## config.mk

```make
export PLATFORM = sky130hd
export DESIGN_NAME = game_top
export DESIGN_NICKNAME = d
export VERILOG_FILES = /design/src/source/map_pkg.sv /design/src/source/game_top.sv /design/src/source/game_fsm.sv /design/src/source/player_contact.sv /design/src/source/map_level.sv /design/src/source/terrain.sv /design/src/source/vga_scan.sv
export SDC_FILE = /design/constraint.sdc
export NUM_CORES = 1
export LEC_CHECK = 0
export BUFFER_PORTS_ARGS = -buffer_cell sky130_fd_sc_hd__buf_4
export CAP_MARGIN = 40
export CORE_MARGIN = 5
export CORE_UTILIZATION = 34
export CTS_CLUSTER_DIAMETER = 60
export DETAILED_ROUTE_END_ITERATION = 6
export PLACE_DENSITY = 0.46
export SETUP_SLACK_MARGIN = 0.05
export SLEW_MARGIN = 25
export SYNTH_ARGS = -nofsm -noshare
export SYNTH_HDL_FRONTEND = slang
export SYNTH_SLANG_ARGS = --single-unit
```

## constraint.sdc

```tcl
create_clock -name clk -period 11.5 [get_ports clk]
set_input_delay 1.15 -clock clk [delete_from_list [all_inputs] [get_ports clk]]
set_output_delay 1.15 -clock clk [all_outputs]
set_load 0.01 [all_outputs]
```

## src/source/map_pkg.sv

```systemverilog
`default_nettype none

package map_pkg;

    typedef logic [9:0]  coord_t;
    typedef logic [16:0] addr_t;

    typedef enum logic [2:0] {
        solid,
        red_river,
        blue_river,
        red_door,
        blue_door
    } rect_kind_t;

    // one rectangle of terrain, screen position plus where its art sits in memory.
    typedef struct packed {
        coord_t     pivot_h;
        coord_t     pivot_v;
        coord_t     width;
        coord_t     height;
        coord_t     mem_h;
        coord_t     mem_v;
        rect_kind_t kind;
    } map_rect_t;

    typedef struct packed {
        coord_t x;              // top-left corner, half resolution.
        coord_t y;
    } player_pos_t;

    typedef struct packed {
        logic land1;
        logic land2;
        logic hazard1;
        logic hazard2;
        logic at_doors;
    } contact_t;

    typedef enum logic [1:0] {
        st_idle,
        st_play,
        st_clear,
        st_fail
    } game_state_t;

    localparam coord_t PLAYER_W = 10'd10;
    localparam coord_t PLAYER_H = 10'd16;
    localparam addr_t  MEM_ROW  = 17'd320;
    localparam addr_t  BG_ADDR  = 17'd12900;

    ////////////////////////////////////////////////////////////////////////////
    // level layout, earlier entries are drawn on top.
    ////////////////////////////////////////////////////////////////////////////
    localparam int N_RECTS = 14;

    localparam map_rect_t MAP_RECTS [N_RECTS] = '{
        '{10'd0,   10'd0,   10'd320, 10'd10,  10'd0,   10'd220, solid},      // ceiling.
        '{10'd150, 10'd230, 10'd40,  10'd6,   10'd0,   10'd65,  red_river},
        '{10'd210, 10'd230, 10'd40,  10'd6,   10'd55,  10'd70,  blue_river},
        '{10'd0,   10'd230, 10'd320, 10'd10,  10'd0,   10'd220, solid},      // floor.
        '{10'd0,   10'd10,  10'd10,  10'd220, 10'd305, 10'd10,  solid},      // left edge.
        '{10'd310, 10'd10,  10'd10,  10'd220, 10'd305, 10'd10,  solid},      // right edge.
        '{10'd10,  10'd182, 10'd230, 10'd8,   10'd50,  10'd215, solid},      // wall 1.
        '{10'd90,  10'd139, 10'd220, 10'd8,   10'd0,   10'd220, solid},
        '{10'd85,  10'd96,  10'd185, 10'd8,   10'd0,   10'd220, solid},
        '{10'd160, 10'd89,  10'd50,  10'd8,   10'd0,   10'd220, solid},
        '{10'd110, 10'd48,  10'd200, 10'd8,   10'd0,   10'd220, solid},
        '{10'd275, 10'd210, 10'd35,  10'd20,  10'd0,   10'd218, solid},      // wall 6.
        '{10'd250, 10'd19,  10'd23,  10'd29,  10'd0,   10'd89,  red_door},
        '{10'd280, 10'd19,  10'd23,  10'd29,  10'd32,  10'd89,  blue_door}
    };

endpackage

`default_nettype wire
```

## src/source/game_top.sv

```systemverilog
`timescale 1ns/1ps
`default_nettype none

module game_top #(
    parameter int H_ACTIVE = 640,
    parameter int H_TOTAL  = 800,
    parameter int V_ACTIVE = 480,
    parameter int V_TOTAL  = 525
) (
    input  wire                       clk,
    input  wire                       rst,
    input  wire                       start,
    input  wire map_pkg::player_pos_t p1_pos,
    input  wire map_pkg::player_pos_t p2_pos,
    output map_pkg::coord_t           vga_h,
    output map_pkg::coord_t           vga_v,
    output map_pkg::addr_t            addr,
    output logic                      p1_land,
    output logic                      p2_land,
    output logic                      p1_hazard,
    output logic                      p2_hazard,
    output logic                      en,
    output logic                      clear,
    output logic                      fail
);
    import map_pkg::*;

    logic     active;
    contact_t contact;

    vga_scan #(
        .H_ACTIVE (H_ACTIVE),
        .H_TOTAL  (H_TOTAL),
        .V_ACTIVE (V_ACTIVE),
        .V_TOTAL  (V_TOTAL)
    ) u_scan (
        .clk    (clk),
        .rst    (rst),
        .vga_h  (vga_h),
        .vga_v  (vga_v),
        .active (active)
    );

    map_level u_map (
        .vga_h  (vga_h),
        .vga_v  (vga_v),
        .active (active),
        .addr   (addr)
    );

    player_contact u_contact (
        .clk     (clk),
        .rst     (rst),
        .p1_pos  (p1_pos),
        .p2_pos  (p2_pos),
        .contact (contact)
    );

    game_fsm u_fsm (
        .clk     (clk),
        .rst     (rst),
        .start   (start),
        .contact (contact),
        .en      (en),
        .clear   (clear),
        .fail    (fail)
    );

    // contact is only reported while the level is running.
    assign p1_land   = en & contact.land1;
    assign p2_land   = en & contact.land2;
    assign p1_hazard = en & contact.hazard1;
    assign p2_hazard = en & contact.hazard2;

endmodule

`default_nettype wire

```

## src/source/game_fsm.sv

```systemverilog
`timescale 1ns/1ps
`default_nettype none

module game_fsm (
    input  wire                    clk,
    input  wire                    rst,
    input  wire                    start,
    input  wire map_pkg::contact_t contact,
    output logic                   en,
    output logic                   clear,
    output logic                   fail
);
    import map_pkg::*;

    game_state_t state;
    game_state_t state_next;

    ////////////////////////////////////////////////////////////////////////////
    // next state.
    ////////////////////////////////////////////////////////////////////////////
    always_comb begin
        state_next = state;
        case (state)
            st_idle: begin
                if (start) begin
                    state_next = st_play;
                end
            end
            st_play: begin
                // a hazard beats reaching the doors.
                if (contact.hazard1 || contact.hazard2) begin
                    state_next = st_fail;
                end else if (contact.at_doors) begin
                    state_next = st_clear;
                end
            end
            st_clear, st_fail: begin
                if (start) begin
                    state_next = st_play;   // restart.
                end
            end
            default: state_next = st_idle;
        endcase
    end

    always_ff @(posedge clk) begin
        if (rst) begin
            state <= st_idle;
        end else begin
            state <= state_next;
        end
    end

    assign en    = (state == st_play);
    assign clear = (state == st_clear);
    assign fail  = (state == st_fail);

endmodule

`default_nettype wire

```

## src/source/player_contact.sv

```systemverilog
`timescale 1ns/1ps
`default_nettype none

module player_contact (
    input  wire                      clk,
    input  wire                      rst,
    input  wire map_pkg::player_pos_t p1_pos,
    input  wire map_pkg::player_pos_t p2_pos,
    output map_pkg::contact_t        contact
);
    import map_pkg::*;

    contact_t contact_next;
    logic     in_red;
    logic     in_blue;

    // true when [pos, pos+size) and [piv, piv+len) share a pixel.
    function automatic logic span_overlap(coord_t pos, coord_t size, coord_t piv, coord_t len);
        return ({1'b0, pos} < {1'b0, piv} + len) && ({1'b0, pos} + size > {1'b0, piv});
    endfunction

    function automatic logic span_inside(coord_t pos, coord_t size, coord_t piv, coord_t len);
        return (pos >= piv) && ({1'b0, pos} + size <= {1'b0, piv} + len);
    endfunction

    function automatic logic box_overlaps(player_pos_t p, map_rect_t r);
        return span_overlap(p.x, PLAYER_W, r.pivot_h, r.width) &&
               span_overlap(p.y, PLAYER_H, r.pivot_v, r.height);
    endfunction

    function automatic logic box_inside(player_pos_t p, map_rect_t r);
        return span_inside(p.x, PLAYER_W, r.pivot_h, r.width) &&
               span_inside(p.y, PLAYER_H, r.pivot_v, r.height);
    endfunction

    // feet exactly on the top row of the block.
    function automatic logic lands_on(player_pos_t p, map_rect_t r);
        return ({1'b0, p.y} + PLAYER_H == {1'b0, r.pivot_v}) &&
               span_overlap(p.x, PLAYER_W, r.pivot_h, r.width);
    endfunction

    always_comb begin
        contact_next = '0;
        in_red       = 1'b0;
        in_blue      = 1'b0;
        for (int i = 0; i < N_RECTS; i++) begin
            case (MAP_RECTS[i].kind)
                solid: begin
                    contact_next.land1 |= lands_on(p1_pos, MAP_RECTS[i]);
                    contact_next.land2 |= lands_on(p2_pos, MAP_RECTS[i]);
                end
                red_river:  contact_next.hazard2 |= box_overlaps(p2_pos, MAP_RECTS[i]);
                blue_river: contact_next.hazard1 |= box_overlaps(p1_pos, MAP_RECTS[i]);
                red_door:   in_red  |= box_inside(p1_pos, MAP_RECTS[i]);
                blue_door:  in_blue |= box_inside(p2_pos, MAP_RECTS[i]);
                default: ;
            endcase
        end
        contact_next.at_doors = in_red & in_blue;   // both must be home.
    end

    always_ff @(posedge clk) begin
        if (rst) begin
            contact <= '0;
        end else begin
            contact <= contact_next;
        end
    end

endmodule

`default_nettype wire

```

## src/source/map_level.sv

```systemverilog
`timescale 1ns/1ps
`default_nettype none

module map_level (
    input  wire map_pkg::coord_t vga_h,
    input  wire map_pkg::coord_t vga_v,
    input  wire                  active,
    output map_pkg::addr_t       addr
);
    import map_pkg::*;

    coord_t h;
    coord_t v;
    logic   hit [N_RECTS];
    addr_t  rect_addr [N_RECTS];

    // sprite sheet is stored at half resolution.
    assign h = vga_h >> 1;
    assign v = vga_v >> 1;

    ////////////////////////////////////////////////////////////////////////////
    // one hit test per table entry.
    ////////////////////////////////////////////////////////////////////////////
    for (genvar i = 0; i < N_RECTS; i++) begin : g_rect
        terrain u_terrain (
            .rect (MAP_RECTS[i]),
            .h    (h),
            .v    (v),
            .hit  (hit[i]),
            .addr (rect_addr[i])
        );
    end

    ////////////////////////////////////////////////////////////////////////////
    // priority select.
    ////////////////////////////////////////////////////////////////////////////
    always_comb begin
        addr = BG_ADDR;                     // nothing drawn here.
        if (active) begin
            // walk backwards so the lowest index is applied last.
            for (int i = N_RECTS - 1; i >= 0; i--) begin
                if (hit[i]) begin
                    addr = rect_addr[i];
                end
            end
        end
    end

endmodule

`default_nettype wire

```

## src/source/terrain.sv

```systemverilog
`timescale 1ns/1ps
`default_nettype none

module terrain (
    input  wire map_pkg::map_rect_t rect,
    input  wire map_pkg::coord_t    h,
    input  wire map_pkg::coord_t    v,
    output logic                    hit,
    output map_pkg::addr_t          addr
);
    import map_pkg::*;

    logic [10:0] end_h;         // one past the right column.
    logic [10:0] end_v;
    coord_t      off_h;
    coord_t      off_v;
    addr_t       mem_row;

    assign end_h = {1'b0, rect.pivot_h} + {1'b0, rect.width};
    assign end_v = {1'b0, rect.pivot_v} + {1'b0, rect.height};

    assign hit = (h >= rect.pivot_h) && ({1'b0, h} < end_h) &&
                 (v >= rect.pivot_v) && ({1'b0, v} < end_v);

    // offset inside the rectangle, mapped onto the sprite sheet.
    assign off_h   = h - rect.pivot_h;
    assign off_v   = v - rect.pivot_v;
    assign mem_row = addr_t'(rect.mem_v) + addr_t'(off_v);
    assign addr    = addr_t'(rect.mem_h) + addr_t'(off_h) + mem_row * MEM_ROW;

endmodule

`default_nettype wire

```

## src/source/vga_scan.sv

```systemverilog
`timescale 1ns/1ps
`default_nettype none

module vga_scan #(
    parameter int H_ACTIVE = 640,
    parameter int H_TOTAL  = 800,
    parameter int V_ACTIVE = 480,
    parameter int V_TOTAL  = 525
) (
    input  wire               clk,
    input  wire               rst,
    output map_pkg::coord_t   vga_h,
    output map_pkg::coord_t   vga_v,
    output logic              active
);
    import map_pkg::*;

    logic h_last;
    logic v_last;

    assign h_last = (vga_h == coord_t'(H_TOTAL - 1));
    assign v_last = (vga_v == coord_t'(V_TOTAL - 1));

    ////////////////////////////////////////////////////////////////////////////
    // pixel and line counters.
    ////////////////////////////////////////////////////////////////////////////
    always_ff @(posedge clk) begin
        if (rst) begin
            vga_h <= '0;
            vga_v <= '0;
        end else if (h_last) begin
            vga_h <= '0;
            if (v_last) begin
                vga_v <= '0;        // new frame.
            end else begin
                vga_v <= vga_v + 1'b1;
            end
        end else begin
            vga_h <= vga_h + 1'b1;
        end
    end

    // visible region sits at the start of each line and frame.
    assign active = (vga_h < coord_t'(H_ACTIVE)) && (vga_v < coord_t'(V_ACTIVE));

endmodule

`default_nettype wire

```

Yosys cells after proc, flatten, opt, wreduce, memory -nomap -nowiden
Index checks and enable logic that the tools add are counted.
{"block": "word_totals", "register_bits": 27, "wordCells": 330}
{"block": "classes", "add_sub_neg": 57, "reduce_logical": 99, "multipliers": 12, "eq_ne": 23, "mux": 20, "order_cmp": 88, "bitwise": 23}
{"op": "17-bit 2-to-1 mux", "n": 15}
{"op": "10-bit by 17-bit adder with 17-bit output", "n": 8}
{"op": "11-bit by 3-bit multiplier with 11-bit output (second input constant)", "n": 11}
{"op": "1-bit logical AND", "n": 92}
{"op": "11-bit by 8-bit equality test with 1-bit output (second input constant)", "n": 8}
{"op": "9-bit by 8-bit less-than comparator with 1-bit output (second input constant)", "n": 9}
{"op": "10-bit by 8-bit less-than comparator with 1-bit output (second input constant)", "n": 8}
{"op": "9-bit by 8-bit subtractor with 10-bit output (second input constant)", "n": 8}
{"op": "8-bit by 10-bit adder with 11-bit output (first input constant)", "n": 7}
{"op": "9-bit by 8-bit greater-or-equal comparator with 1-bit output (second input constant)", "n": 8}
{"op": "10-bit by 9-bit less-than comparator with 1-bit output (second input constant)", "n": 7}
{"op": "11-bit by 17-bit adder with 17-bit output", "n": 4}
{"op": "11-bit by 7-bit greater-than comparator with 1-bit output (second input constant)", "n": 6}
{"op": "11-bit by 8-bit greater-than comparator with 1-bit output (second input constant)", "n": 6}
{"op": "9-bit by 7-bit subtractor with 10-bit output (second input constant)", "n": 5}
{"op": "9-bit by 7-bit greater-or-equal comparator with 1-bit output (second input constant)", "n": 5}
{"op": "9-bit less-than comparator (second input constant)", "n": 5}
{"op": "11-bit by 7-bit equality test with 1-bit output (second input constant)", "n": 4}
{"op": "11-bit by 9-bit greater-than comparator with 1-bit output (second input constant)", "n": 4}
{"op": "9-bit by 17-bit adder with 17-bit output", "n": 2}
{"op": "6-bit by 10-bit adder with 11-bit output (first input constant)", "n": 3}
{"op": "7-bit by 10-bit adder with 11-bit output (first input constant)", "n": 3}
{"op": "9-bit by 9-bit subtractor with 10-bit output (second input constant)", "n": 3}
{"op": "9-bit greater-or-equal comparator (second input constant)", "n": 3}
{"op": "other kinds (45)", "n": 88}

Longest topological paths before layout
{"block": "depth", "depth_word": 19, "depth_mapped": 25, "ltp_nobuf": 24}

By module
From an unflattened synthesis, not the netlist that was laid out.
{"block": "hier_totals", "hier_cells": 7136, "hier_area_um2": 55253.0}
{"mod": "terrain at u_map.g_rect[12].u_terrain ...", "n_inst": 7, "area_each_um2": 3513.4, "cells_per_inst": 451}
{"mod": "terrain at u_map.g_rect[10].u_terrain ...", "n_inst": 6, "area_each_um2": 3518.4, "cells_per_inst": 447}
{"mod": "terrain at u_map.g_rect[0].u_terrain", "n_inst": 1, "area_each_um2": 3565.9, "cells_per_inst": 452}
{"mod": "player_contact", "n_inst": 1, "area_each_um2": 2790.2, "cells_per_inst": 398}
{"mod": "map_level", "n_inst": 1, "area_each_um2": 2133.3, "cells_per_inst": 324}
{"mod": "vga_scan", "n_inst": 1, "area_each_um2": 939.7, "cells_per_inst": 108}
{"mod": "game_fsm", "n_inst": 1, "area_each_um2": 95.1, "cells_per_inst": 11}
{"mod": "game_top", "n_inst": 1, "area_each_um2": 25.0, "cells_per_inst": 4}

Least setup slack after synthesis
OpenSTA, ideal clock, no wires.
{"block": "synth_timing", "path_kind": "register to output", "startpoint": "register u_scan.vga_v[2]", "endpoint": "output port addr[16]", "t_arrival_ns": 5.330, "n_path_buf": 1, "setup_slack_ns": 5.020, "stages_incl_launch_ff": 23, "required_time_ns": 10.350, "cell_sequence": "dfxtp_1 -> buf_2 -> inv_1 -> ha_1 -> a21bo_2 -> xnor2_1 -> inv_1 -> ha_1 -> or4b_1 -> a32oi_1 -> and2_1 -> xnor2_1 -> ha_1 -> ha_1 -> or2_2 -> a21oi_1 -> a21oi_1 -> xor2_1 -> mux2i_1 -> nor2_1 -> o41ai_1 -> a221oi_2 -> o211ai_1"}
{"block": "synth_via", "elab_chain_len": 19, "word_cells_on_any_way": 112}
{"item": "start: declaration", "line_no": "vga_scan.sv:13", "source": "output map_pkg::coord_t vga_v,"}
{"item": "start signal: assignment", "line_no": "vga_scan.sv:36", "source": "vga_v <= vga_v + 1'b1;"}
{"item": "9-bit by 5-bit subtractor with 10-bit output", "line_no": "terrain.sv:27", "source": "assign off_v = v - rect.pivot_v;"}
{"item": "7-bit by 10-bit adder with 11-bit output", "line_no": "terrain.sv:28", "source": "assign mem_row = addr_t'(rect.mem_v) + addr_t'(off_v);"}
{"item": "11-bit by 3-bit multiplier with 11-bit output", "line_no": "terrain.sv:29", "source": "assign addr = addr_t'(rect.mem_h) + addr_t'(off_h) + mem_row * MEM_ROW;"}
{"item": "11-bit by 17-bit adder with 17-bit output", "line_no": "terrain.sv:29"}
{"item": "17-bit 2-to-1 mux (14 in series)", "line_no": "map_level.sv:42", "source": "if (hit[i]) begin"}
{"item": "17-bit 2-to-1 mux *", "line_no": "map_level.sv:39", "source": "if (active) begin"}
{"item": "end: declaration", "line_no": "game_top.sv:17", "source": "output map_pkg::addr_t addr,"}
Every way passes the cells marked *; elsewhere a longest branch is shown, timed or not.

Worst setup path in the final report
{"block": "layout_timing", "startpoint": "register u_scan.vga_v[1]", "endpoint": "output port addr[16]"}
The elaborated chain is that of the path after synthesis.

==> impl_metrics.ini <==
[outcome]
status = finished clean

[hold_path]
hold_path_class = flip-flop to flip-flop
hold_start = u_contact.contact[0]
hold_depth = 1
hold_end = u_fsm.state[0]

[die]
die_y_microns = 243.8
dieArea_sq_um = 59420
core-area_sq_um = 54030
num_rows = 85
ios = 87
die_w_microns = 243.8
initial_core_util = 0.3439

[routing]
num_vias = 19780
drc_errors = 0
routedWlPerCell_microns = 23.68
vias_per_cell = 5.979
drt_iter0_markers = 1473
drt_first_pass_iters = 5
final_antenna_net_count = 0
drt_wl_total_microns = 78330

[global_routing]
grt_pass1_vias = 19340
track_usage = 0.2515
grt_pass1_wl_microns = 118700
grt_max_degree = 39
grt_antenna_before_repair = 1
overflow = 0

[critical_path]
path_cells = buf_4, inv_1, ha_1, inv_1, nor3_1, xnor2_1, inv_1, ha_1, ha_1, fa_1, a21o_1, a21oi_1, xnor2_1, nand3_1, nor2_1, nand4_1, xnor2_1, a221oi_1, o41ai_1, buf_4, a221oi_2, o211ai_1, buf_4
timing.rr.start = u_scan.vga_h[6]
regToRegSetupSlack_ps = 8420
crit_required_ps = 10350
cp.arrival_ps = 7410
critical_path_class = flip-flop to output pin
rr_worst_depth = 10
end_kind = output pin
critPathBufInv = 6
crit_fanout = 17
r2r_end = u_scan.vga_v[9]
crit_family = adder cells
cpMaxStageDelayCell = ha_1
worstSetupStartpointType = flip-flop
crit_path_max_incr_delay_ps = 810

[logic_synthesis]
ys_warn_count = 0
synth_area_leader_cell = ha_1
synth_seq_area_share = 0.02909
syn-cell-area_sq_um = 18580
synth_edf_count = 0
netlist_instances = 2602
syn_avg_cell_area_sq_um = 7.141
ys_ff_latch = 27
yosys-top-cells-count = 320 x ha_1, 251 x xnor2_1, 225 x nor2_1
synth_top_area_frac = 0.2155
async_reset_ff_frac = 0
synth_ff_type = dfxtp_1
yosys.cell_types.count = 98
synth_fp_nets = 2986
yosysMostFrequentCell = ha_1
synth_area_leaders = ha_1 22%, xnor2_1 12%, a21oi_1 5.6%

[final_layout]
fin_nets = 2997
num_antenna_cells = 0
drive_above_1_share = 0.07121
stdcell_area_sq_um = 20000
syn_to_final_growth_pct = 7.636
finish.utilization = 0.3702

[clock_tree]
post_cts_buffers = 0
clkTransAtPathRegs_ps = 100
htreeDepth = 1
post_cts_resized = 0
cts_root_buf = clkbuf_16
cts_buffers = 3
insertion_delay_ps = 300
cts_max_path_buffers = 2
clock_sinks = 27
holdBufCountCts = 0
cts_tree = built

[timing]
layout_min_cycle_time_ps = 8564
worst_pin_slew_ps = 916.0
slew_headroom = 0.3893
finalSetupViolCount = 0
fin_skew_ps = 15.76
rsz0062_at_grt = false
fin_tns_setup_ps = 0
fin_crit_sh = 0.7447
fmax_ghz = 0.1168
final-max-slew-violation-count = 0
final_hold_viol_count = 0

[placement]
port_buffers = 86
dpl.hpwl_microns = 62780
gp_congestion = 0.9758
dpl-instance-area_sq_um = 19900

[power]
finalPower_uw = 305.6
p_per_area_nw_per_um2 = 15.28
p_leak_nw = 8.453
ir_drop_uv = 49.83

[job]
maxCapViolations = 0
==> layout make-up <==
| cell class | instances | area, sq um |
|---|---|---|
| well taps | 696 | 870.8 |
| inverters | 143 | 536.8 |
| clock buffers | 3 | 75.07 |
| clock inverters | 1 | 8.758 |
| flip-flops and latches | 27 | 543.0 |
| multi-input cells | 2310 | 17000 |
| repair buffers | 128 | 962.2 |
| fillers | 5804 | 34030 |
==> kinds of logic after synthesis <==
group,synth area share
buffers and inverters,0.05616
muxes,0.008821
adders and majority gates,0.2387
and+or+nand+nor,0.2192
AOI/OAI and AO/OA,0.2727
DFF,0.02909
xor gates and xnor gates,0.1754
==> routing by layer <==
metal	track usage	wire length (microns)	up-vias
met4	0.07003	2489	2
met2	0.4276	36460	726
met3	0.02006	4337	118
li1	-	-	9452
met1	0.3428	35030	9482
met5	0	9	-
==> power breakdown <==
group          switching, mW  leakage, nW  internal [mW]
Clock                 0.0492       0.0415         0.0488
Combinational         0.0706         8.19         0.0413
Sequential           0.00102        0.219         0.0947
Total                  0.121         8.45          0.185
==> state kept, by name, indices dropped and copies added, names as in the netlist <==
signal,flops
u_fsm.state,2
u_contact.contact,5
u_scan.vga_h,10
u_scan.vga_v,10
==> per-stage QoR <==
step	setup slack [ps]	cells	hold slack (ps)
2_1_floorplan	5020	2602	426.5
3_3_place_gp	3628	3301	466.7
3_5_place_dp	3437	3302	455.2
4_1_cts	3120	3306	482.7
5_1_grt	2659	3308	502.2
6_report	2936	3308	479.0
==> worst max-delay path by stage <==
| stage | start | to | slack [ps] | cells past startpoint |
|---|---|---|---|---|
| after global placement | u_scan.vga_v[1] | addr[16] | 3630 | 23 |
| after detailed placement | u_scan.vga_v[1] | addr[16] | 3440 | 23 |
| after global routing | u_scan.vga_v[1] | addr[16] | 2660 | 23 |
| final | u_scan.vga_v[1] | addr[16] | 2940 | 23 |
| after floorplan | u_scan.vga_v[2] | addr[16] | 5020 | 22 |
| after CTS | u_scan.vga_v[1] | addr[16] | 3120 | 23 |
==> cells in the final DEF (no fill, tap or decap), types with 22 or more instances in the layout <==
master,Yosys,layout
xnor2_1,251,251
o211ai_1,31,31
and3_1,26,26
ha_1,320,320
nand3_1,83,83
xor2_1,109,109
a21oi_1,208,208
nand2b_1,40,40
nor2_1,225,225
nor2b_1,48,48
and2_1,22,22
buf_4,1,125
nor3_1,64,64
inv_1,136,136
a31oi_1,34,34
a21o_1,49,49
o22ai_1,22,22
nand4_1,27,27
a211oi_1,29,29
dfxtp_1,27,25
nand2_1,173,173
o21ai_0,164,163
==> worst reg2reg max path, delay by kind of cell (launching register included) <==
family                   cells  cell delay, ps
buffers and inverters        3             790
AND/OR/NAND/NOR              5            1190
adder cells (fa/ha/maj)      1             540
flip-flops                   1             310
AO/OA/AOI/OAI                1             170
(Power assumes the default switching activity.)
